===== src/exu_pkg.sv =====
package exu_pkg;

    localparam int xlen = 64;

    typedef enum logic [5:0] {
        op_add, op_sub, op_and, op_or, op_xor,
        op_sll, op_srl, op_sra, op_slt, op_sltu,
        op_addw, op_subw,
        op_lui, op_auipc, op_jal, op_jalr,
        op_beq, op_bne, op_blt, op_bge,
        op_divu, op_remu,
        op_ld, op_lw, op_lwu, op_lh, op_lhu, op_lb, op_lbu,
        op_sd, op_sw, op_sh, op_sb
    } exu_op_e;

    typedef enum logic [1:0] {
        res_alu,
        res_div,
        res_load,
        res_none
    } res_src_e;

    function automatic logic is_branch(exu_op_e op);
        return op inside {op_beq, op_bne, op_blt, op_bge};
    endfunction

    function automatic logic is_store(exu_op_e op);
        return op inside {op_sd, op_sw, op_sh, op_sb};
    endfunction

    // branches and stores have no destination
    function automatic res_src_e res_src_of(exu_op_e op);
        if (op inside {op_divu, op_remu}) begin
            return res_div;
        end
        if (op inside {op_ld, op_lw, op_lwu, op_lh, op_lhu, op_lb, op_lbu}) begin
            return res_load;
        end
        if (is_branch(op) || is_store(op)) begin
            return res_none;
        end
        return res_alu;
    endfunction

endpackage


===== src/lsu_pkg.sv =====
package lsu_pkg;

    localparam int mask_w = 8;

    typedef enum logic [1:0] {
        size_b,
        size_h,
        size_w,
        size_d
    } mem_size_e;

    function automatic mem_size_e size_of(exu_pkg::exu_op_e op);
        case (op)
            exu_pkg::op_lb, exu_pkg::op_lbu, exu_pkg::op_sb: return size_b;
            exu_pkg::op_lh, exu_pkg::op_lhu, exu_pkg::op_sh: return size_h;
            exu_pkg::op_lw, exu_pkg::op_lwu, exu_pkg::op_sw: return size_w;
            default: return size_d;
        endcase
    endfunction

    function automatic logic load_signed(exu_pkg::exu_op_e op);
        return op inside {exu_pkg::op_lb, exu_pkg::op_lh, exu_pkg::op_lw, exu_pkg::op_ld};
    endfunction

endpackage


===== src/exu_lsu.sv =====
`timescale 1ns/1ps

module exu_lsu (
    input  exu_pkg::exu_op_e           op,
    input  logic [exu_pkg::xlen-1:0]   addr,
    input  logic [exu_pkg::xlen-1:0]   store_data,
    input  logic [exu_pkg::xlen-1:0]   mem_rdata,
    output logic [exu_pkg::xlen-1:0]   mem_wdata,
    output logic [lsu_pkg::mask_w-1:0] mem_wmask,
    output logic [exu_pkg::xlen-1:0]   load_result
);
    import exu_pkg::*;
    import lsu_pkg::*;

    mem_size_e         size;
    logic [2:0]        offset;
    logic [5:0]        bit_shift;
    logic [mask_w-1:0] size_mask;
    logic [xlen-1:0]   lane;
    logic              sign;
    logic              aligned;

    assign size      = size_of(op);
    assign offset    = addr[2:0];
    assign bit_shift = {offset, 3'b000};
    assign sign      = load_signed(op);

    always_comb begin
        case (size)
            size_b: begin
                size_mask = 8'h01;
                aligned   = 1'b1;
            end
            size_h: begin
                size_mask = 8'h03;
                aligned   = offset[0] == 1'b0;
            end
            size_w: begin
                size_mask = 8'h0f;
                aligned   = offset[1:0] == 2'b00;
            end
            default: begin
                size_mask = 8'hff;
                aligned   = offset == 3'b000;
            end
        endcase
    end

    // bytes outside the mask are don't care
    assign mem_wmask = size_mask << offset;
    assign mem_wdata = store_data << bit_shift;

    assign lane = mem_rdata >> bit_shift;

    always_comb begin
        case (size)
            size_b:  load_result = {{56{sign & lane[7]}}, lane[7:0]};
            size_h:  load_result = {{48{sign & lane[15]}}, lane[15:0]};
            size_w:  load_result = {{32{sign & lane[31]}}, lane[31:0]};
            default: load_result = lane;
        endcase
    end

    always_comb begin
        if (res_src_of(op) == res_load || is_store(op)) begin
            assert final (aligned)
                else $error("misaligned memory access at %h", addr);
        end
    end

endmodule


===== config.mk =====
export PLATFORM = sky130hd
export DESIGN_NAME = exu_lsu
export DESIGN_NICKNAME = d
export VERILOG_FILES = /design/src/exu_pkg.sv /design/src/lsu_pkg.sv /design/src/exu_lsu.sv
export SDC_FILE = /design/constraint.sdc
export NUM_CORES = 1
export LEC_CHECK = 0
export BUFFER_PORTS_ARGS = -buffer_cell sky130_fd_sc_hd__buf_2
export CORE_AREA = 2 2 130 132
export DETAILED_ROUTE_END_ITERATION = 8
export DIE_AREA = 0 0 132 134
export PLACE_DENSITY = 0.62
export SLEW_MARGIN = 0
export SYNTH_ARGS = -nofsm -noshare
export SYNTH_HDL_FRONTEND = slang
export SYNTH_SLANG_ARGS = --single-unit

===== constraint.sdc =====
create_clock -name vclk -period 2.2
set_input_delay 0.22 -clock vclk [all_inputs]
set_output_delay 0.22 -clock vclk [all_outputs]
set_load 0.01 [all_outputs]

==> results_dict.tcl <==
set metrics [dict create \
    critPathLaunch "op[5]" \
    hold_path_depth 3 \
    crit_path_end_kind "output pin" \
    p_leak_nw 3.36 \
    start_util_pct 28.0 \
    grt_pass1_wl_mm 32.6 \
    drv_cap 0 \
    setup_viol_count_final 0 \
    synthTopCellsByCount "mux2i_1, nor2_1, a21oi_1" \
    fin_ws_ns 0.0214 \
    synth.distinct_cells 49 \
    ant_nets 0 \
    final_layout_size_suffix_gt1_share_pct 46.0 \
    relSlewSlack_pct 62.4 \
    core_area_mm2 0.0163 \
    port_buffers 273 \
    synth_fp_nets 828 \
    yosysSeqAreaShare_pct 0 \
    synthesis.area_mm2 0.00456 \
    clkbuf_count 0 \
    place_hpwl_mm 16.5 \
    track_usage_pct 22.8 \
    num_io_pins 334 \
    slew_viol_final 0 \
    place_ws_ns -0.0697 \
    totalPowerFinal_w 0.00150 \
    yosys.area.top_type "mux2i_1" \
    place_congestion 0.882 \
    routed_wl_mm 22.2 \
    synthCells 630 \
    outcome "completed" \
    nets 1081 \
    first_iter_violations 344 \
    power_density_mw_per_mm2 233 \
    die_area_mm2 0.0177 \
    wl_met2_mm 10.7 \
    dp.cells 1097 \
    top_layer_used "met4" \
    ir_drop_mv 0.0927 \
    die_w_um 132 \
    num_vias 6195 \
    rsz0062_at_grt "yes" \
    hold_path.class "input port to output pin" \
    num_rows 47 \
    met1_length_mm 9.03 \
    hold_viol_final 0 \
    critPathRequiredTime_ns 1.98 \
    finalCritPeriodShare_pct 99.0 \
    crit_type "input port to output pin" \
    grt_max_degree 70 \
    design.seq.count 0 \
    antenna_found_initial 1 \
    n_fill_cell 1741 \
    max_freq_mhz 459 \
    firstDrtPassIters 5 \
    yosysWarnings 0 \
    crit_fanout 27 \
    instances_no_fill 1102 \
    grt_pass1_vias 5732 \
    multiInputGateArea_mm2 0.00415 \
    via_per_inst 5.62 \
    die_h_um 134 \
    route.detailed.drc 0 \
    yosysMostFrequentCell "mux2i_1" \
    wl_met3_mm 1.77 \
    tightest_slew_ns 0.563 \
    cp_data_arrival_time_ns 1.96 \
    synth_area_leaders "mux2i_1, mux4_2, mux2_2" \
    period_minus_slack_ns 2.18 \
    wl_per_cell_um 20.2 \
    cp-start-kind "input port" \
    post-synth-top-area-fraction_pct 23.5 \
    hp-start "store_data[5]" \
    area_delta_synth_final_pct 41.5 \
    overflow 0 \
    seq_area_um2 0 \
    synth_area_per_cell_um2 7.23 \
]
[layer usage]
metal	track usage, %	vias to the layer above
li1	-	2932
met1	27.9	2867
met2	41.3	350
met3	3.67	46
met4	6.16	0
met5	0	-
[worst max-delay path, stage by stage]
cell and delay, ns:
buf_2 0.10, nand3b_1 0.18, or3_4 0.42, a2111o_2 0.43, bufbuf_16 0.34, nand4_1 0.11
buf_2 0.15
[worst paths after layout]
check,to,slack (ns)
setup / recovery,load_result[53],0.02
hold / removal,mem_wdata[5],0.82
[where the power goes]
| group | total, W | switching [W] | internal (W) |
|---|---|---|---|
| combinational | 0.00150 | 0.000831 | 0.000671 |
| clock | 0.0000000000608 | 0 | 0.0000000000608 |
| sequential | 0 | 0 | 0 |
| total | 0.00150 | 0.000831 | 0.000671 |
[stage by stage]
stage               utilization [%]  cell area [um2]  TNS, ns  hold WS, ns
CTS                            39.3             6390        0        0.820
global route                   39.6             6440   -0.243        0.839
floorplan                         -             4560        0        0.615
global placement               38.8             6320   -0.167        0.811
finish                         39.6             6440        0        0.823
detailed placement             38.8             6320   -0.203        0.813
[cell families after synthesis]
group | after synthesis | share of synthesized area, %
muxes | 164 | 42.8
xor gates and xnor gates | 2 | 0.385
and+or+nand+nor | 198 | 21.4
AOI/OAI and AO/OA | 176 | 25.7
buffers and inverters | 90 | 9.72
[layout make-up]
type	instances	area share, %
diodes	1	0.0388
well taps	220	4.27
inverters	10	0.582
multi-input cells	540	64.3
repair buffers	331	30.8
[cells in the final DEF (no fill, tap or decap), types with 12 or more instances in the layout]
master and n:
a21oi_1 55, and3_1 12, buf_2 271, buf_4 46
mux2_2 34, mux2i_1 107, mux4_2 21, nand2_1 35
nand4_1 34, nor2_1 76, o2111ai_1 16, o211ai_1 16
o21ai_0 32, o22ai_1 19
[what timing repair did]
action                     CTS  global route
pin swaps                    1             1
buffers inserted             0             1
hold buffers                 0             0
gates resized for setup      2             6
cloned                       2             1
setup endpoints to repair   11            35
Power figures use the tool's default switching activity.
