**src/exu_pkg.sv**
```systemverilog
package exu_pkg;

    localparam int xlen = 64;

    typedef enum logic [5:0] {
        op_add, op_sub, op_and, op_or, op_xor,
        op_sll, op_srl, op_sra, op_slt, op_sltu,
        op_addw, op_subw,
        op_lui, op_auipc, op_jal, op_jalr,
        op_beq, op_bne, op_blt, op_bge,
        op_divu, op_remu,
        op_ld, op_lw, op_lwu, op_lh, op_lhu, op_lb, op_lbu,
        op_sd, op_sw, op_sh, op_sb
    } exu_op_e;

    typedef enum logic [1:0] {
        res_alu,
        res_div,
        res_load,
        res_none
    } res_src_e;

    function automatic logic is_branch(exu_op_e op);
        return op inside {op_beq, op_bne, op_blt, op_bge};
    endfunction

    function automatic logic is_store(exu_op_e op);
        return op inside {op_sd, op_sw, op_sh, op_sb};
    endfunction

    // branches and stores have no destination
    function automatic res_src_e res_src_of(exu_op_e op);
        if (op inside {op_divu, op_remu}) begin
            return res_div;
        end
        if (op inside {op_ld, op_lw, op_lwu, op_lh, op_lhu, op_lb, op_lbu}) begin
            return res_load;
        end
        if (is_branch(op) || is_store(op)) begin
            return res_none;
        end
        return res_alu;
    endfunction

endpackage

```
**src/exu_ctrl.sv**
```systemverilog
`timescale 1ns/1ps

module exu_ctrl (
    input  logic               clk,
    input  logic               rst_n,
    input  logic               issue_valid,
    input  exu_pkg::exu_op_e   op,
    input  logic               div_done,
    input  logic               mem_req_ready,
    input  logic               mem_rsp_valid,
    input  logic [4:0]         rd,
    output logic               issue_ready,
    output logic               latch,
    output logic               div_start,
    output logic               mem_req_valid,
    output logic               mem_we,
    output logic               reg_wen,
    output exu_pkg::res_src_e  res_sel,
    output logic               retire_valid
);
    import exu_pkg::*;

    typedef enum logic [2:0] {
        st_idle,
        st_exec,
        st_div_wait,
        st_mem_req,
        st_mem_rsp,
        st_retire
    } state_e;

    state_e   state;
    state_e   state_nxt;
    res_src_e issued_src;
    logic     awake;

    // one idle cycle after reset before taking work
    assign issue_ready = awake && state == st_idle;
    assign latch       = issue_valid && issue_ready;
    assign issued_src  = res_src_of(op);

    always_comb begin
        state_nxt = state;
        case (state)
            st_idle: begin
                if (latch) begin
                    if (issued_src == res_div) begin
                        state_nxt = st_exec;
                    end else if (issued_src == res_load || is_store(op)) begin
                        state_nxt = st_mem_req;
                    end else begin
                        state_nxt = st_retire;
                    end
                end
            end
            st_exec:     state_nxt = st_div_wait;
            st_div_wait: state_nxt = div_done ? st_retire : st_div_wait;
            st_mem_req:  state_nxt = mem_req_ready ? st_mem_rsp : st_mem_req;
            st_mem_rsp:  state_nxt = mem_rsp_valid ? st_retire : st_mem_rsp;
            default:     state_nxt = st_idle;
        endcase
    end

    always_ff @(posedge clk) begin
        if (!rst_n) begin
            state   <= st_idle;
            awake   <= 1'b0;
            res_sel <= res_none;
            mem_we  <= 1'b0;
        end else begin
            state <= state_nxt;
            awake <= 1'b1;
            if (latch) begin
                res_sel <= issued_src;
                mem_we  <= is_store(op);
            end
        end
    end

    assign div_start     = state == st_exec;
    assign mem_req_valid = state == st_mem_req;
    assign retire_valid  = state == st_retire;
    assign reg_wen       = retire_valid && res_sel != res_none;

    req_held: assert property (@(posedge clk) disable iff (!rst_n)
        mem_req_valid && !mem_req_ready |=> mem_req_valid)
        else $error("memory request withdrawn before acceptance");

    // instruction register must not move under an instruction in flight
    rd_held: assert property (@(posedge clk) disable iff (!rst_n)
        state != st_idle |=> $stable(rd))
        else $error("destination register changed before retire");

endmodule

```
**config.mk**
```make
export PLATFORM = sky130hd
export DESIGN_NAME = exu_ctrl
export DESIGN_NICKNAME = d
export VERILOG_FILES = /design/src/exu_pkg.sv /design/src/exu_ctrl.sv
export SDC_FILE = /design/constraint.sdc
export NUM_CORES = 1
export LEC_CHECK = 0
export ABC_AREA = 1
export BUFFER_PORTS_ARGS = -buffer_cell sky130_fd_sc_hd__buf_2
export CAP_MARGIN = 20
export CORE_AREA = 2 2 39 41
export DETAILED_ROUTE_END_ITERATION = 10
export DIE_AREA = 0 0 41 43
export PLACE_DENSITY = 0.67
export SYNTH_ARGS = -nofsm -noshare
export SYNTH_HDL_FRONTEND = slang
export SYNTH_SLANG_ARGS = --single-unit
```
**constraint.sdc**
```tcl
create_clock -name clk -period 1.4 [get_ports clk]
set_input_delay 0.35 -clock clk [delete_from_list [all_inputs] [get_ports clk]]
set_output_delay 0.35 -clock clk [all_outputs]
set_load 0.01 [all_outputs]
```
==> impl_metrics.toml <==
[layout]
area_growth_pct = 51.8
drive_gt1_frac = 0.409
stdcell_area_um2 = 737
register_area_um2 = 146
multi_input_area_um2 = 310
fill_cells = 137
diodes = 0
final_nets = 133
most-common-layout-cells = "20 x buf_2, 16 x nor2_1, 15 x inv_1, 15 x nand2_1, 8 x o21ai_0"
final_common_cell = "buf_2"

[setup_path]
critPathCapture = "latch"
critPathKind = "reg -> out"
required_ns = 1.05
ff2ff_path_depth = 8
critPathMaxFanout = 3
critical_path.startpoint = "state[1]$_SDFFE_PN0P_"
r2r_start = "state[1]$_SDFFE_PN0P_"
rrSetupSlack_ns = 0.09
end_kind = "primary output"
cp.arrival_ns = 1.14
timing.rr.end = "res_sel[1]$_SDFFE_PN1P_"
start_kind = "flip-flop"

[sta]
setup_viol = 2
skew_ns = 0.00224
fin_setup_tns_ns = -0.146
slew_violations = 0
min_period_ns = 1.49
rsz0062_at_grt = "yes"
worstMarginPinSlew_ns = 0.203
period_share = 1.06
fmax_mhz = 671
layout_setup_ws_ns = -0.0900
slew-limit-headroom = 0.864
hold_viol = 0

[grt]
gr-total-overflow = 0
grt_pass1_wl_um = 1680
grt_pass1_vias = 485
grt_max_degree = 6
grt_usage = 0.148
antenna_found_initial = 0

[drt]
drt_iter0_markers = 9
vias_per_cell = 4.53
num_vias = 593
drc_errors = 0
detail-route-antenna-nets = 0
drt-total-wl_um = 1130
wl_per_cell_um = 8.60
dr.pass1.iters = 4

[yosys]
synth.distinct_cells = 14
ys_seq_elements = 7
yosys_warnings = 0
syn_area_um2 = 485
syn_area_per_cell_um2 = 5.85
synth.net_count = 100
yosysSeqAreaShare = 0.289
syn_inst = 83

[floorplanning]
die_x_um = 41
row_count = 14
die_area_um2 = 1760
initial_core_util = 0.351
pin_count = 26
core-area_um2 = 1380
die_y_um = 43

[clocking]
clkTransAtPathRegs_ns = 0.05
postCtsHoldBufs = 0
cts.path.max_buffers = 2
clock_latency_ns = 0.25
clock_sinks = 7
cts_root_buffer = "clkbuf_4"
numCtsBuffers = 3
cts_max_level = 1
cts_tree = "done"

[power_and_ir_drop]
finalPower_mw = 1.13
p_leak_nw = 0.399
peakVddDrop_uv = 573
p_per_area_nw_per_um2 = 1530

[outcome]
violations = "setup timing"
status = "complete, but fails checks"

[place]
dp_hpwl_um = 819
port_buffers = 20
place_area_um2 = 618
gp_congestion = 0.761

[hold_path]
hold_start = "rst_n"
worstHoldPathType = "in -> reg"

[flow_run]
cap_violations = 0
[Yosys cell counts (all sizes together)]
cell    instances  area share
nand2          17        0.15
o21ai           9        0.10
a21oi           4       0.041
nand3           4       0.041
inv            18        0.14
a21boi          1       0.015
nor3            4       0.064
dfxtp           7        0.29
nor2           19        0.16
[worst min-delay path by stage]
| stage | end | slack, ns | cells past startpoint |
|---|---|---|---|
| detailed placement | res_sel[0]$_SDFFE_PN1P_ | 0.48 | 2 |
| global route | awake$_DFF_P_ | 0.21 | 1 |
| finish | awake$_DFF_P_ | 0.22 | 1 |
| global placement | res_sel[0]$_SDFFE_PN1P_ | 0.47 | 2 |
| floorplan | awake$_DFF_P_ | 0.38 | 0 |
| CTS | awake$_DFF_P_ | 0.21 | 1 |
[layer usage]
layer  GRT usage  wire length, µm  part of all wire  up-vias
met3      0.0628               58             0.052        2
met5           0                0                 0        -
met4       0.120               14             0.012        0
met2       0.234              567              0.50       16
met1       0.136              485              0.43      256
li1            -                -                 -      319
[stage by stage]
step	worst slack (ns)	hold slack (ns)	instances	utilization
floorplan	0.0822	0.378	83	-
global placement	0.107	0.475	120	0.447
detailed placement	0.100	0.476	120	0.447
CTS	-0.0758	0.213	129	0.515
global route	-0.157	0.210	131	0.533
finish	-0.0900	0.225	131	0.533
[flip-flops by register name, summed over array words and instances, names as in the netlist]
signal	flops
awake	1
mem_we	1
res_sel	2
state	3
[cells by family after synthesis]
group,Yosys count,synth area share
flops,7,0.289
buf+inv,18,0.139
simple gates,44,0.415
compound gates,14,0.157
[repair_timing]
item | 4_1_cts | 5_1_grt
cloned | 0 | 0
pin swaps | 3 | 5
buffers inserted | 5 | 2
setup endpoints to repair | 5 | 5
gates resized for setup | 12 | 3
[cell type report]
class / instances / area share
Clock buffer: 4 / 0.0357
Inverter: 18 / 0.0951
Multi-Input combinational cell: 58 / 0.421
Sequential cell: 7 / 0.199
Tap cell: 16 / 0.0272
Timing Repair Buffer: 28 / 0.222
[critical path: stages, from the launching register on]
cell	delay [ns]
dfxtp_4	0.37
nor2_4	0.11
nand2_4	0.08
nor3_4	0.17
buf_2	0.15
[report_power, final]
group / total, mW / leakage, nW / switching (mW) / internal [mW]
clock network: 0.185 / 0.0150 / 0.0757 / 0.109
registers: 0.309 / 0.0593 / 0.0512 / 0.258
logic: 0.633 / 0.325 / 0.344 / 0.290
total: 1.13 / 0.399 / 0.471 / 0.656
Note: power is estimated with default switching activity, not from simulation.
