==> src/exu_pkg.sv <==
package exu_pkg;

    localparam int xlen = 64;

    typedef enum logic [5:0] {
        op_add, op_sub, op_and, op_or, op_xor,
        op_sll, op_srl, op_sra, op_slt, op_sltu,
        op_addw, op_subw,
        op_lui, op_auipc, op_jal, op_jalr,
        op_beq, op_bne, op_blt, op_bge,
        op_divu, op_remu,
        op_ld, op_lw, op_lwu, op_lh, op_lhu, op_lb, op_lbu,
        op_sd, op_sw, op_sh, op_sb
    } exu_op_e;

    typedef enum logic [1:0] {
        res_alu,
        res_div,
        res_load,
        res_none
    } res_src_e;

    function automatic logic is_branch(exu_op_e op);
        return op inside {op_beq, op_bne, op_blt, op_bge};
    endfunction

    function automatic logic is_store(exu_op_e op);
        return op inside {op_sd, op_sw, op_sh, op_sb};
    endfunction

    // branches and stores have no destination
    function automatic res_src_e res_src_of(exu_op_e op);
        if (op inside {op_divu, op_remu}) begin
            return res_div;
        end
        if (op inside {op_ld, op_lw, op_lwu, op_lh, op_lhu, op_lb, op_lbu}) begin
            return res_load;
        end
        if (is_branch(op) || is_store(op)) begin
            return res_none;
        end
        return res_alu;
    endfunction

endpackage

==> src/exu_alu.sv <==
`timescale 1ns/1ps

module exu_alu (
    input  exu_pkg::exu_op_e         op,
    input  logic [exu_pkg::xlen-1:0] src1,
    input  logic [exu_pkg::xlen-1:0] src2,
    input  logic [exu_pkg::xlen-1:0] imm,
    input  logic                     use_imm,
    input  logic [exu_pkg::xlen-1:0] pc,
    output logic [exu_pkg::xlen-1:0] result,
    output logic [exu_pkg::xlen-1:0] dnpc
);
    import exu_pkg::*;

    logic [xlen-1:0] opb;
    logic [xlen-1:0] snpc;
    logic [xlen-1:0] jalr_sum;
    logic [31:0]     word_res;
    logic            taken;

    assign opb      = use_imm ? imm : src2;
    assign snpc     = pc + 64'd4;
    assign jalr_sum = src1 + imm;
    assign word_res = (op == op_subw) ? src1[31:0] - opb[31:0] : src1[31:0] + opb[31:0];

    always_comb begin
        case (op)
            op_add:   result = src1 + opb;
            op_sub:   result = src1 - opb;
            op_and:   result = src1 & opb;
            op_or:    result = src1 | opb;
            op_xor:   result = src1 ^ opb;
            op_sll:   result = src1 << opb[5:0];
            op_srl:   result = src1 >> opb[5:0];
            op_sra:   result = $signed(src1) >>> opb[5:0];
            op_slt:   result = {63'd0, $signed(src1) < $signed(opb)};
            op_sltu:  result = {63'd0, src1 < opb};
            op_addw,
            op_subw:  result = {{32{word_res[31]}}, word_res};
            op_lui:   result = imm;
            op_auipc: result = pc + imm;
            op_jal,
            op_jalr:  result = snpc;
            // effective address for loads and stores
            default:  result = src1 + imm;
        endcase
    end

    // branches always compare two registers
    always_comb begin
        case (op)
            op_beq:  taken = src1 == src2;
            op_bne:  taken = src1 != src2;
            op_blt:  taken = $signed(src1) < $signed(src2);
            op_bge:  taken = $signed(src1) >= $signed(src2);
            default: taken = 1'b0;
        endcase
    end

    always_comb begin
        if (op == op_jal || taken) begin
            dnpc = pc + imm;
        end else if (op == op_jalr) begin
            dnpc = {jalr_sum[xlen-1:1], 1'b0};
        end else begin
            dnpc = snpc;
        end
    end

endmodule

==> config.mk <==
export PLATFORM = sky130hd
export DESIGN_NAME = exu_alu
export DESIGN_NICKNAME = d
export VERILOG_FILES = /design/src/exu_pkg.sv /design/src/exu_alu.sv
export SDC_FILE = /design/constraint.sdc
export NUM_CORES = 2
export LEC_CHECK = 0
export BUFFER_PORTS_ARGS = -buffer_cell sky130_fd_sc_hd__buf_2
export CAP_MARGIN = 40
export CORE_ASPECT_RATIO = 2
export CORE_MARGIN = 4
export CORE_UTILIZATION = 45
export DETAILED_ROUTE_END_ITERATION = 12
export GPL_TIMING_DRIVEN = 1
export PLACE_DENSITY = 0.71
export SYNTH_ARGS = -nofsm -noshare
export SYNTH_HDL_FRONTEND = slang
export SYNTH_SLANG_ARGS = --single-unit
export TNS_END_PERCENT = 100
==> constraint.sdc <==
create_clock -name vclk -period 7
set_input_delay 0.7 -clock vclk [all_inputs]
set_output_delay 0.7 -clock vclk [all_outputs]
set_load 0.05 [all_outputs]
==> impl_metrics.json, run 1 <==
{
  "pin_count": 391,
  "synth_top_cell_area_share": 0.142,
  "seq_area_frac_synth": 0,
  "ys.warnings.count": 0,
  "error": "[ERROR GRT-0116] Global routing finished with congestion. Check the congestion regions in the DRC Viewer.",
  "numPortBuffers": 391,
  "grt_overflow": 2706,
  "haltStage": "global routing (5_1_grt)",
  "start_util": 0.454,
  "chipHeight_um": 411,
  "grt_pass1_vias": 60933,
  "netlist_area_um2": 36600,
  "placed_area_um2": 41900,
  "gp_congestion": 1.30,
  "grt_pass1_wl_um": 527000,
  "outcome": "did not finish",
  "grt_max_degree": 105,
  "fp.dieW_um": 210,
  "postSynthCellCount": 5619,
  "synth.distinct_cells": 99,
  "syn_nets": 6303,
  "hpwlAfterDp_um": 242000,
  "rows": 147,
  "synth_area_leaders": "ha_1, a21oi_1, mux2i_1, nand2_1, o21ai_0",
  "grt_use_total": 0.801,
  "dp.cells": 7056,
  "avgSynthCellArea_um2": 6.51,
  "yosys.area.top_type": "ha_1"
}
kinds of logic after synthesis:
group | synth area share
mux | 0.121
fa+ha+maj | 0.145
compound gates | 0.374
simple gates | 0.220
buf+inv | 0.0769
xor+xnor | 0.0627
synthesized netlist by cell type, types with 95 or more instances:
master    count
a21oi_1     626
nor2_1      468
inv_1       319
o21ai_0     383
clkbuf_1    234
nor3_1      114
xor2_1       95
a21o_1      102
xnor2_1     167
nand2_1     641
mux2i_1     300
ha_1        416
nand3_1     142
a211oi_1    106
nand4_1     112
per-layer routing:
metal	GRT usage	GRT overflow
met1	0.772	4
met2	1.04	1955
met3	0.555	9
met4	0.888	738
met5	0.126	0
through the flow:
step / setup TNS, ns / setup slack, ns
floorplan: -0.0153 / -0.0153
global placement: 0 / 0.0129
detailed placement: -0.0395 / -0.0200
CTS: 0 / 0.0691
timing repair:
item / in CTS
hold buffers: 0
hold endpoints to repair: 0
gates cloned: 0
gates resized for setup: 1
setup buffers: 0
endpoints found under the setup margin: 4
==> inputs of run 2 (changes only) <==
- CORE_ASPECT_RATIO: 2 -> unset
- CORE_UTILIZATION: 45 -> 30
- PLACE_DENSITY: 0.71 -> unset
- PLACE_DENSITY_LB_ADDON: unset -> 0.15
- clock period: 7 -> 9.1 ns (I/O delays scaled with it)
==> impl_metrics.json, run 2 <==
{
  "outcome": "finished, final reports clean",
  "die_area_um2": 128000,
  "postSynthCellCount": 5619,
  "syn2layout_area_growth_pct": 11.5,
  "fillers": 13651,
  "worstSetupPathDepth": 17,
  "final_common_cell": "nand2_1",
  "grt_max_degree": 106,
  "avgSynthCellArea_um2": 6.51,
  "grt_antenna_before_repair": 34,
  "setup_viol": 0,
  "grt_use_total": 0.423,
  "syn_nets": 6303,
  "pin_count": 391,
  "numPortBuffers": 391,
  "max_slew_margin": 0.263,
  "drt_iter0_drc": 8304,
  "drive_gt1_frac": 0.130,
  "viasPerCell": 6.80,
  "dp.cells": 7448,
  "path_buf_inv": 6,
  "crit_chain": "buf_6, buf_4, mux2i_1, ha_1, inv_1, a21oi_1, nand4_1, nor4_1, o31ai_1, buf_4, a21oi_1, buf_4, o21ai_0, a2111oi_0, a21oi_1, o41ai_1, buf_2",
  "clkbuf_count": 0,
  "min_delay_worst_endpoint": "dnpc[0]",
  "post_cts_buffers": 0,
  "ff_latch_area_um2": 0,
  "grt_pass1_vias": 46603,
  "hold_viol": 0,
  "ys.warnings.count": 0,
  "synth.distinct_cells": 99,
  "crit_type": "input pin to primary output",
  "drv_slew": 0,
  "gp_congestion": 1.07,
  "grt_overflow": 0,
  "coreArea_um2": 120000,
  "ctsHoldBuffers": 0,
  "max_clock_freq_mhz": 122,
  "chipHeight_um": 357,
  "tightest_slew_ns": 1.10,
  "cp.required_ns": 8.19,
  "end_kind": "primary output",
  "hold_class": "input pin to primary output",
  "slowest_stage": "nor4_1",
  "routed_wl_um": 286000,
  "hpwlAfterDp_um": 238000,
  "min_period_ns": 8.17,
  "drt-pass1-iter-count": 6,
  "max_cap_violations": 0,
  "fin_nets": 6528,
  "crit_fanout": 61,
  "cts_resized": 0,
  "synth.most_common_cell": "nand2_1",
  "hold_depth": 4,
  "synth_area_leaders": "ha_1, a21oi_1, mux2i_1, nand2_1, o21ai_0",
  "seq_cell_count": 0,
  "critPathMaxStageDelay_ns": 0.86,
  "rows": 127,
  "layout_common_cells": "nand2_1, a21oi_1, nor2_1",
  "vias": 50770,
  "grt_pass1_wl_um": 385000,
  "arrival_ns": 7.26,
  "wl_per_cell_um": 38.3,
  "fin_cells": 7471,
  "ant_nets": 0,
  "synth.cells.most_frequent": "nand2_1, a21oi_1, nor2_1, ha_1, o21ai_0",
  "fin_tns_setup_ns": 0,
  "rsz0062_at_grt": "false",
  "startpoint_type": "input pin",
  "seq_area_frac_synth": 0,
  "critPathTopFamily": "compound AO/OA/AOI/OAI gates",
  "multi_input_area_um2": 33900,
  "fp.dieW_um": 357,
  "period_share": 0.898,
  "min_from": "pc[0]",
  "yosys.area.top_type": "ha_1",
  "start_util": 0.304,
  "drc": 0,
  "netlist_area_um2": 36600,
  "synth_top_cell_area_share": 0.142
}
==> run 2: cell counts after synthesis <==
Identical to the previous run, type by type.
==> run 2: cell families after synthesis <==
| kind of cell | count (synthesis) | synth area share |
|---|---|---|
| AND/OR/NAND/NOR | 1761 | 0.220 |
| buffers and inverters | 703 | 0.0769 |
| AO/OA/AOI/OAI | 2098 | 0.374 |
| multiplexers | 374 | 0.121 |
| XOR/XNOR | 262 | 0.0627 |
| adder cells (fa/ha/maj) | 421 | 0.145 |
==> run 2: area by class of cell <==
| cell class | count | area share |
|---|---|---|
| Inverter | 327 | 0.0302 |
| Antenna cell | 17 | 0.00104 |
| Multi-Input combinational cell | 4916 | 0.832 |
| Timing Repair Buffer | 599 | 0.0877 |
| Tap cell | 1612 | 0.0494 |
==> run 2: how the worst max path moves through the flow <==
stage,end,start
2_1_floorplan,result[52],use_imm
3_3_place_gp,result[52],use_imm
6_report,result[0],use_imm
4_1_cts,result[0],use_imm
5_1_grt,result[52],use_imm
3_5_place_dp,result[0],use_imm
==> run 2: routing by layer <==
| metal | GRT usage | part of all wire | wire length (um) | up-vias |
|---|---|---|---|---|
| li1 | - | - | - | 21548 |
| met4 | 0.158 | 0.046 | 13200 | 20 |
| met3 | 0.127 | 0.13 | 38100 | 518 |
| met1 | 0.604 | 0.43 | 123000 | 25059 |
| met5 | 0 | 0.00048 | 136 | - |
| met2 | 0.590 | 0.39 | 112000 | 3625 |
==> run 2: stage by stage <==
stage / setup WS (ns) / utilization / hold slack (ns) / area [um^2]
global placement: 1.01 / 0.335 / 2.30 / 40300
detailed placement: 1.25 / 0.338 / 2.30 / 40700
CTS: 1.22 / 0.338 / 2.30 / 40700
finish: 0.931 / 0.339 / 2.29 / 40800
global route: 0.914 / 0.339 / 2.32 / 40800
floorplan: 1.06 / - / 2.19 / 36600
==> run 2: tightest hold or removal path, stage by stage <==
cell     delay [ns]
buf_2          0.14
nand2_1        0.06
o21ai_0        0.07
buf_2          0.21
