## src/exu_pkg.sv

```systemverilog
package exu_pkg;

    localparam int xlen = 64;

    typedef enum logic [5:0] {
        op_add, op_sub, op_and, op_or, op_xor,
        op_sll, op_srl, op_sra, op_slt, op_sltu,
        op_addw, op_subw,
        op_lui, op_auipc, op_jal, op_jalr,
        op_beq, op_bne, op_blt, op_bge,
        op_divu, op_remu,
        op_ld, op_lw, op_lwu, op_lh, op_lhu, op_lb, op_lbu,
        op_sd, op_sw, op_sh, op_sb
    } exu_op_e;

    typedef enum logic [1:0] {
        res_alu,
        res_div,
        res_load,
        res_none
    } res_src_e;

    function automatic logic is_branch(exu_op_e op);
        return op inside {op_beq, op_bne, op_blt, op_bge};
    endfunction

    function automatic logic is_store(exu_op_e op);
        return op inside {op_sd, op_sw, op_sh, op_sb};
    endfunction

    // branches and stores have no destination
    function automatic res_src_e res_src_of(exu_op_e op);
        if (op inside {op_divu, op_remu}) begin
            return res_div;
        end
        if (op inside {op_ld, op_lw, op_lwu, op_lh, op_lhu, op_lb, op_lbu}) begin
            return res_load;
        end
        if (is_branch(op) || is_store(op)) begin
            return res_none;
        end
        return res_alu;
    endfunction

endpackage

```

## src/exu_divider.sv

```systemverilog
`timescale 1ns/1ps

module exu_divider (
    input  logic                     clk,
    input  logic                     rst_n,
    input  logic                     start,
    input  logic [exu_pkg::xlen-1:0] dividend,
    input  logic [exu_pkg::xlen-1:0] divisor,
    output logic                     busy,
    output logic                     done,
    output logic [exu_pkg::xlen-1:0] quotient,
    output logic [exu_pkg::xlen-1:0] remainder
);
    import exu_pkg::*;

    logic [6:0]      cnt;
    logic [xlen-1:0] dvs_q;
    logic [xlen-1:0] rem_in;
    logic [xlen-1:0] quo_in;
    logic [xlen-1:0] dvs_in;
    logic [xlen:0]   shifted;
    logic            fits;

    // first step already runs on the start edge
    assign rem_in = start ? '0 : remainder;
    assign quo_in = start ? dividend : quotient;
    assign dvs_in = start ? divisor : dvs_q;

    // zero divisor always fits: all-ones quotient, dividend left as remainder
    assign shifted = {rem_in, quo_in[xlen-1]};
    assign fits    = shifted >= {1'b0, dvs_in};

    always_ff @(posedge clk) begin
        if (!rst_n) begin
            busy <= 1'b0;
            cnt  <= '0;
        end else if (start) begin
            busy <= 1'b1;
            cnt  <= 7'd1;
        end else if (busy) begin
            cnt <= cnt + 7'd1;
            if (cnt == 7'(xlen - 1)) begin
                busy <= 1'b0;
            end
        end
    end

    always_ff @(posedge clk) begin
        if (start || busy) begin
            dvs_q     <= dvs_in;
            remainder <= fits ? shifted[xlen-1:0] - dvs_in : shifted[xlen-1:0];
            quotient  <= {quo_in[xlen-2:0], fits};
        end
    end

    // high during the cycle of the last step
    assign done = busy && cnt == 7'(xlen - 1);

    start_idle: assert property (@(posedge clk) disable iff (!rst_n) start |-> !busy)
        else $error("divider restarted while busy");

endmodule

```

## config.mk

```make
export PLATFORM = sky130hd
export DESIGN_NAME = exu_divider
export DESIGN_NICKNAME = d
export VERILOG_FILES = /design/src/exu_pkg.sv /design/src/exu_divider.sv
export SDC_FILE = /design/constraint.sdc
export NUM_CORES = 1
export LEC_CHECK = 0
export BUFFER_PORTS_ARGS = -buffer_cell sky130_fd_sc_hd__buf_4
export CAP_MARGIN = 15
export CELL_PAD_IN_SITES_DETAIL_PLACEMENT = 0
export CELL_PAD_IN_SITES_GLOBAL_PLACEMENT = 1
export CORE_ASPECT_RATIO = 1.4
export CORE_UTILIZATION = 39
export DETAILED_ROUTE_END_ITERATION = 16
export GPL_TIMING_DRIVEN = 0
export PLACE_DENSITY = 0.87
export SLEW_MARGIN = 5
export SYNTH_ARGS = -nofsm -noshare
export SYNTH_HDL_FRONTEND = slang
export SYNTH_SLANG_ARGS = --single-unit
```

## constraint.sdc

```tcl
create_clock -name clk -period 5.6 [get_ports clk]
set_clock_uncertainty 0.1 [all_clocks]
set_input_delay 0.28 -clock clk [delete_from_list [all_inputs] [get_ports clk]]
set_output_delay 0.28 -clock clk [all_outputs]
set_load 0.05 [all_outputs]
```

==> results of run 1 <==
==> per-layer routing <==
metal | vias up | track usage (%) | wire [µm]
li1 | 4963 | - | -
met1 | 4833 | 24.22 | 14630
met2 | 286 | 39.46 | 18690
met3 | 64 | 2.947 | 1537
met4 | 0 | 10.33 | 1340
met5 | - | 0 | 0
==> per-stage QoR <==
| step | total power [mW] | cells | util (%) | setup WS [ns] | hold slack, ns |
|---|---|---|---|---|---|
| 2_1_floorplan | 5.431 | 1207 | - | 1.232 | 0.2976 |
| 3_3_place_gp | 6.608 | 1907 | 47.44 | -0.8743 | 0.3683 |
| 3_5_place_dp | 6.638 | 1908 | 47.57 | -0.8268 | 0.4028 |
| 4_1_cts | 7.767 | 1939 | 49.14 | 0.03937 | 0.004584 |
| 5_1_grt | 8.145 | 1939 | 49.16 | 0.05735 | 0.01300 |
| 6_report | 7.716 | 1939 | 49.16 | 0.2288 | 0.03486 |
==> cell usage after synthesis, types with 4 or more instances <==
library cell | n | share of area [%]
a31oi_1 | 6 | 0.29
nand3_1 | 16 | 0.62
nor2_1 | 86 | 2.5
o21a_1 | 9 | 0.53
nand2_1 | 73 | 2.1
inv_1 | 80 | 2.3
and2_1 | 5 | 0.24
buf_2 | 6 | 0.23
nand2b_1 | 5 | 0.24
mux2i_1 | 66 | 5.1
o21ai_0 | 43 | 1.7
o211ai_1 | 6 | 0.35
ha_1 | 65 | 6.3
mux2_2 | 64 | 5.6
buf_6 | 12 | 1.1
buf_1 | 9 | 0.26
mux2_4 | 16 | 1.9
nor3_1 | 10 | 0.39
edfxtp_1 | 192 | 45
nand4_1 | 20 | 0.97
o21ai_1 | 9 | 0.35
xnor2_1 | 33 | 2.2
clkbuf_1 | 25 | 0.73
a21oi_1 | 129 | 5.0
o21bai_1 | 10 | 0.58
or3_1 | 6 | 0.29
a21o_1 | 29 | 1.7
nor2b_1 | 65 | 3.2
and3_1 | 11 | 0.53
dfxtp_1 | 8 | 1.2
a211oi_1 | 4 | 0.23
xor2_1 | 31 | 2.1
==> what timing repair did <==
item / in CTS / in global routing
endpoints found under the hold margin: 2 / 0
hold buffers: 1 / 0
setup endpoints to repair: 10 / 10
resized for setup: 4 / 7
==> where the power goes <==
| part | internal, mW | switching [mW] |
|---|---|---|
| Clock | 0.552 | 0.536 |
| Combinational | 1.54 | 2.76 |
| Sequential | 2.14 | 0.199 |
| Total | 4.22 | 3.49 |
==> flip-flops by register name, summed over array words and instances, names as in the netlist <==
name,flops
cnt,7
dvs_q,64
quotient,64
remainder,64
busy,1
==> area by class of cell <==
cell class              count  area share, %
flip-flops and latches    200          37.20
multi-input cells         873          39.81
inverters                  80          1.885
repair buffers            262          12.49
plain buffers              54          2.074
well taps                 440          3.456
clock inverters            12         0.3849
clock buffers              18          2.694
==> worst min-delay path by stage <==
stage / start / cells after the start / to
2_1_floorplan: rst_n / 1 / busy$_SDFF_PN0_
3_3_place_gp: cnt[5]$_SDFFE_PP0P_ / 2 / cnt[5]$_SDFFE_PP0P_
3_5_place_dp: cnt[5]$_SDFFE_PP0P_ / 2 / cnt[5]$_SDFFE_PP0P_
4_1_cts: dividend[9] / 2 / quotient[10]$_DFFE_PP_
5_1_grt: dividend[8] / 2 / quotient[9]$_DFFE_PP_
6_report: dividend[2] / 2 / quotient[3]$_DFFE_PP_
==> logic make-up (layout without fill, tap and decap cells) <==
group                    Yosys count  in the layout  share of synthesized area, %
buffers and inverters            134            426                         4.785
XOR/XNOR                          64             64                         4.357
multiplexers                     146            146                         12.60
AO/OA/AOI/OAI                    285            285                         13.64
AND/OR/NAND/NOR                  312            312                         12.08
flip-flops                       200            200                         46.06
adder cells (fa/ha/maj)           66             66                         6.477
==> out/metrics.cfg, run 1 <==
[critical_path]
r2r_end=remainder[52]$_DFFE_PP_
worst-path-buf-inv=4
start_kind=input port
crit_chain=buf_4 > clkbuf_1 > clkbuf_2 > clkbuf_2 > mux2_2 > ha_1 > fa_1 > nand2b_1 > a21oi_1 > nor2_1 > o21ai_1 > a311oi_1 > o21ai_1 > nand4_1 > o211ai_1 > xor2_1 > mux2_4
worstPathMaxFanout=10
end_kind=flop
cp.arrival_ns=5.47
startpoint=start
reg2reg_slack_ns=1.41
cp_top_family=compound AO/OA/AOI/OAI gates
path_depth=17
crit_slowest_cell=o21ai_1
critical_path_class=input port to flop
cp_slowest_stage_delay_ns=0.60
required_ns=5.70
reg2reg_from=dvs_q[0]$_DFFE_PP_
reg2reg_depth=13
critPathCapture=remainder[52]$_DFFE_PP_

[finish]
antenna_cells=0
drive_gt1_share_pct=27.08
mostFrequentLayoutCell=buf_4
multi_input_area_um2=6341
area_growth_pct=23.80
n_fill_cell=3134
ff_latch_area_um2=5926
layout.nets=1685
layout_common_cells=buf_4 (261), edfxtp_1 (192), a21oi_1 (129), nor2_1 (86), inv_1 (80)
finalInstanceArea_um2=15930

[drt]
post-route-drc-count=0
wirelength_um=36200
wire_per_inst_um=18.67
dr.pass1.iters=5
drtIter0Drc=476
vias=10146
vias_per_cell=5.233
antenna_left=0

[logic_synthesis]
seq_area_frac_synth_pct=46.06
synthCells=1207
async_flop_share_pct=0
syn-num-nets=1404
yosysWarningCount=0
synth_cell_type_count=72
synth_area_per_cell_um2=10.66
yosys_register_bits=200
ys.flop_type=edfxtp_1
syn_area_um2=12870
synth_edf_count=192

[die]
core_area_um2=32400
fp-row-count=78
die_h_um=216.9
start_util_pct=39.71
die_w_um=155.5
die-area_um2=33730
io_pins=261

[job]
max_cap_viol_count=0

[hold_path]
hold_class=input port to flop

[clock_network]
clockBufferDepth=2
clkSinkCount=200
postCtsSetupRepairBufs=0
cts_tree=done
cts_root_buffer=clkbuf_16
clk_latency_ns=0.45
h-tree-depth=4
cts_made_buffers=17
path_clk_slew_ns=0.07

[placement]
finalWeightedCongestion=0.8898
dpl-instance-area_um2=15410
dp_hpwl_um=28250
port_buffers=260

[timing]
slew_headroom_pct=41.13
period_minus_slack_ns=5.371
hold_viol_final=0
setup_violations=0
slew_viol_final=0
rsz0062_at_grt=no
finalSetupTns_ns=0
period_share_pct=95.91
worst_slew_pin_slew_ns=0.8750
max_freq_mhz=186.2

[global_route]
grt_pass1_vias=10289
grt_pass1_wl_um=55120
antenna_found_initial=0
grt_use_total_pct=21.48
grt_overflow=0
grt_start_max_net_pins=113

[pwr]
p_per_area_nw_per_um2=484.4
p_leak_nw=6.906
irDropWorstVdd_mv=0.3006

[run_status]
outcome=finished clean

Note: power is estimated with default switching activity, not from simulation.
==> run 2: changes to the inputs <==
--- a/config.mk
+++ b/config.mk
@@ -5,15 +5,15 @@
 export SDC_FILE = /design/constraint.sdc
 export NUM_CORES = 1
 export LEC_CHECK = 0
-export BUFFER_PORTS_ARGS = -buffer_cell sky130_fd_sc_hd__buf_4
 export CAP_MARGIN = 15
 export CELL_PAD_IN_SITES_DETAIL_PLACEMENT = 0
 export CELL_PAD_IN_SITES_GLOBAL_PLACEMENT = 1
 export CORE_ASPECT_RATIO = 1.4
-export CORE_UTILIZATION = 39
+export CORE_UTILIZATION = 46
 export DETAILED_ROUTE_END_ITERATION = 16
+export DONT_BUFFER_PORTS = 1
 export GPL_TIMING_DRIVEN = 0
-export PLACE_DENSITY = 0.87
+export PLACE_DENSITY = 0.88
 export SLEW_MARGIN = 5
 export SYNTH_ARGS = -nofsm -noshare
 export SYNTH_HDL_FRONTEND = slang
==> out/metrics.cfg, run 2 (synthesis gave the netlist of run 1 again) <==
[run_status]
outcome=finished clean

[timing]
worst_slew_pin_slew_ns=0.9312
hold_viol_final=0
slew_headroom_pct=37.69
max_freq_mhz=190.1
setup_ws_ns=0.3397
setup_violations=0
period_share_pct=93.93
hold_slack_ns=0.03005
period_minus_slack_ns=5.260
rsz0062_at_grt=no
slew_viol_final=0

[finish]
mostFrequentLayoutCell=edfxtp_1
finalInstanceArea_um2=15220
top_regs=dvs_q: 64 flops, quotient: 64 flops, remainder: 64 flops
fin_cells=1736
multi_input_area_um2=6341
drive_gt1_share_pct=10.98
n_fill_cell=2411
ff_latch_area_um2=5926
antenna_cells=0
layout_common_cells=edfxtp_1 (192), a21oi_1 (129), dlygate4sd3_1 (126), nor2_1 (86), inv_1 (80)
layout.nets=1550
area_growth_pct=18.33

[global_route]
grt_pass1_wl_um=51960
grt_use_total_pct=24.34
grt_start_max_net_pins=111
antenna_found_initial=0
grt_overflow=0
grt_pass1_vias=9598

[die]
fp-row-count=72
die_h_um=199.9
die-area_um2=28650
io_pins=261
core_area_um2=27570
start_util_pct=46.67
die_w_um=143.3

[drt]
wire_per_inst_um=20.12
vias_per_cell=5.574
vias=9676
post-route-drc-count=0
dr.pass1.iters=4
antenna_left=0
wirelength_um=34920
drtIter0Drc=488

[placement]
dp_slack_ns=-0.5093
port_buffers=0
finalWeightedCongestion=0.9302
dp_hpwl_um=25900
placed_cells=1578
dpl-instance-area_um2=13370

[critical_path]
crit_slowest_cell=clkdlybuf4s15_1
required_ns=5.71
worst-path-buf-inv=3
r2r_end=remainder[52]$_DFFE_PP_
critical_path_class=input port to flop
reg2reg_from=quotient[63]$_DFFE_PP_
cp_top_family=buffers and inverters
start_kind=input port
reg2reg_depth=13
cp_slowest_stage_delay_ns=0.84
reg2reg_slack_ns=1.08
crit_chain=clkbuf_1 > clkbuf_1 > clkdlybuf4s15_1 > mux2i_1 > ha_1 > a21oi_1 > o2111ai_1 > a21oi_1 > nand4_1 > a311oi_1 > o21ai_1 > nand4_1 > o211ai_1 > xor2_1 > mux2_4
cp.arrival_ns=5.37
worstPathMaxFanout=10
end_kind=flop

[pwr]
power_mw=7.436
p_leak_nw=6.195
p_per_area_nw_per_um2=488.4
irDropWorstVdd_mv=0.3131

[clock_network]
path_clk_slew_ns=0.08
cts_tree=done
clkSinkCount=200
cts_root_buffer=clkbuf_16
clockBufferDepth=2
h-tree-depth=4
cts_made_buffers=17
clk_latency_ns=0.46

[hold_path]
whs_endpoint=dvs_q[1]$_DFFE_PP_
worstHoldStart=divisor[1]
hold_path_depth=2
hold_class=input port to flop

[job]
max_cap_viol_count=0

run 2: report_power, final:
part           internal [mW]  total (mW)  switching [mW]
logic                   1.18        2.76            1.58
clock network          0.662        1.23           0.564
registers               2.15        3.45            1.29
total                   4.00        7.44            3.44
run 2: layout make-up:
class | count | share of cell area [%]
buffer | 54 | 2.145
clock buffer | 19 | 2.844
clock inverter | 13 | 0.9615
inverter | 80 | 1.972
multi-input combinational | 873 | 41.65
sequential | 200 | 38.92
tap | 370 | 3.041
timing repair buffer | 127 | 8.465
run 2: metrics by stage:
step,setup TNS [ns],util (%)
5_1_grt,0,55.23
3_5_place_dp,-4.185,48.51
3_3_place_gp,-4.209,48.36
6_report,0,55.23
2_1_floorplan,0,-
4_1_cts,0,55.19
run 2: worst max-delay path by stage:
stage | cells past startpoint | endpoint | slack, ns | start
global placement | 16 | remainder[52]$_DFFE_PP_ | -0.51 | start
CTS | 15 | remainder[43]$_DFFE_PP_ | 0.18 | start
detailed placement | 16 | remainder[52]$_DFFE_PP_ | -0.51 | start
global route | 14 | remainder[52]$_DFFE_PP_ | 0.002 | start
finish | 15 | remainder[52]$_DFFE_PP_ | 0.34 | start
floorplan | 16 | remainder[58]$_DFFE_PP_ | 1.23 | start
run 2: what timing repair did:
action	CTS	global route
gates cloned	0	0
resized for setup	1	6
endpoints found under the setup margin	2	3
setup buffers	0	0
hold endpoints to repair	129	0
hold buffers	126	0
run 2: layer usage:
layer	wire (µm)	GRT usage, %
met1	13300	25.91
met2	18320	45.58
met3	2221	6.035
met4	1085	9.732
met5	0	0
run 2: worst register-to-register path, cell delays in order (launching register included):
cell	delay (ns)
edfxtp_1	0.70
mux2i_1	0.25
ha_1	0.28
fa_1	0.41
nand2b_1	0.19
a21oi_1	0.23
nor2_1	0.09
o21ai_1	0.49
a311oi_1	0.29
o21ai_1	0.59
nand4_1	0.17
o211ai_1	0.14
xor2_1	0.09
mux2_4	0.26
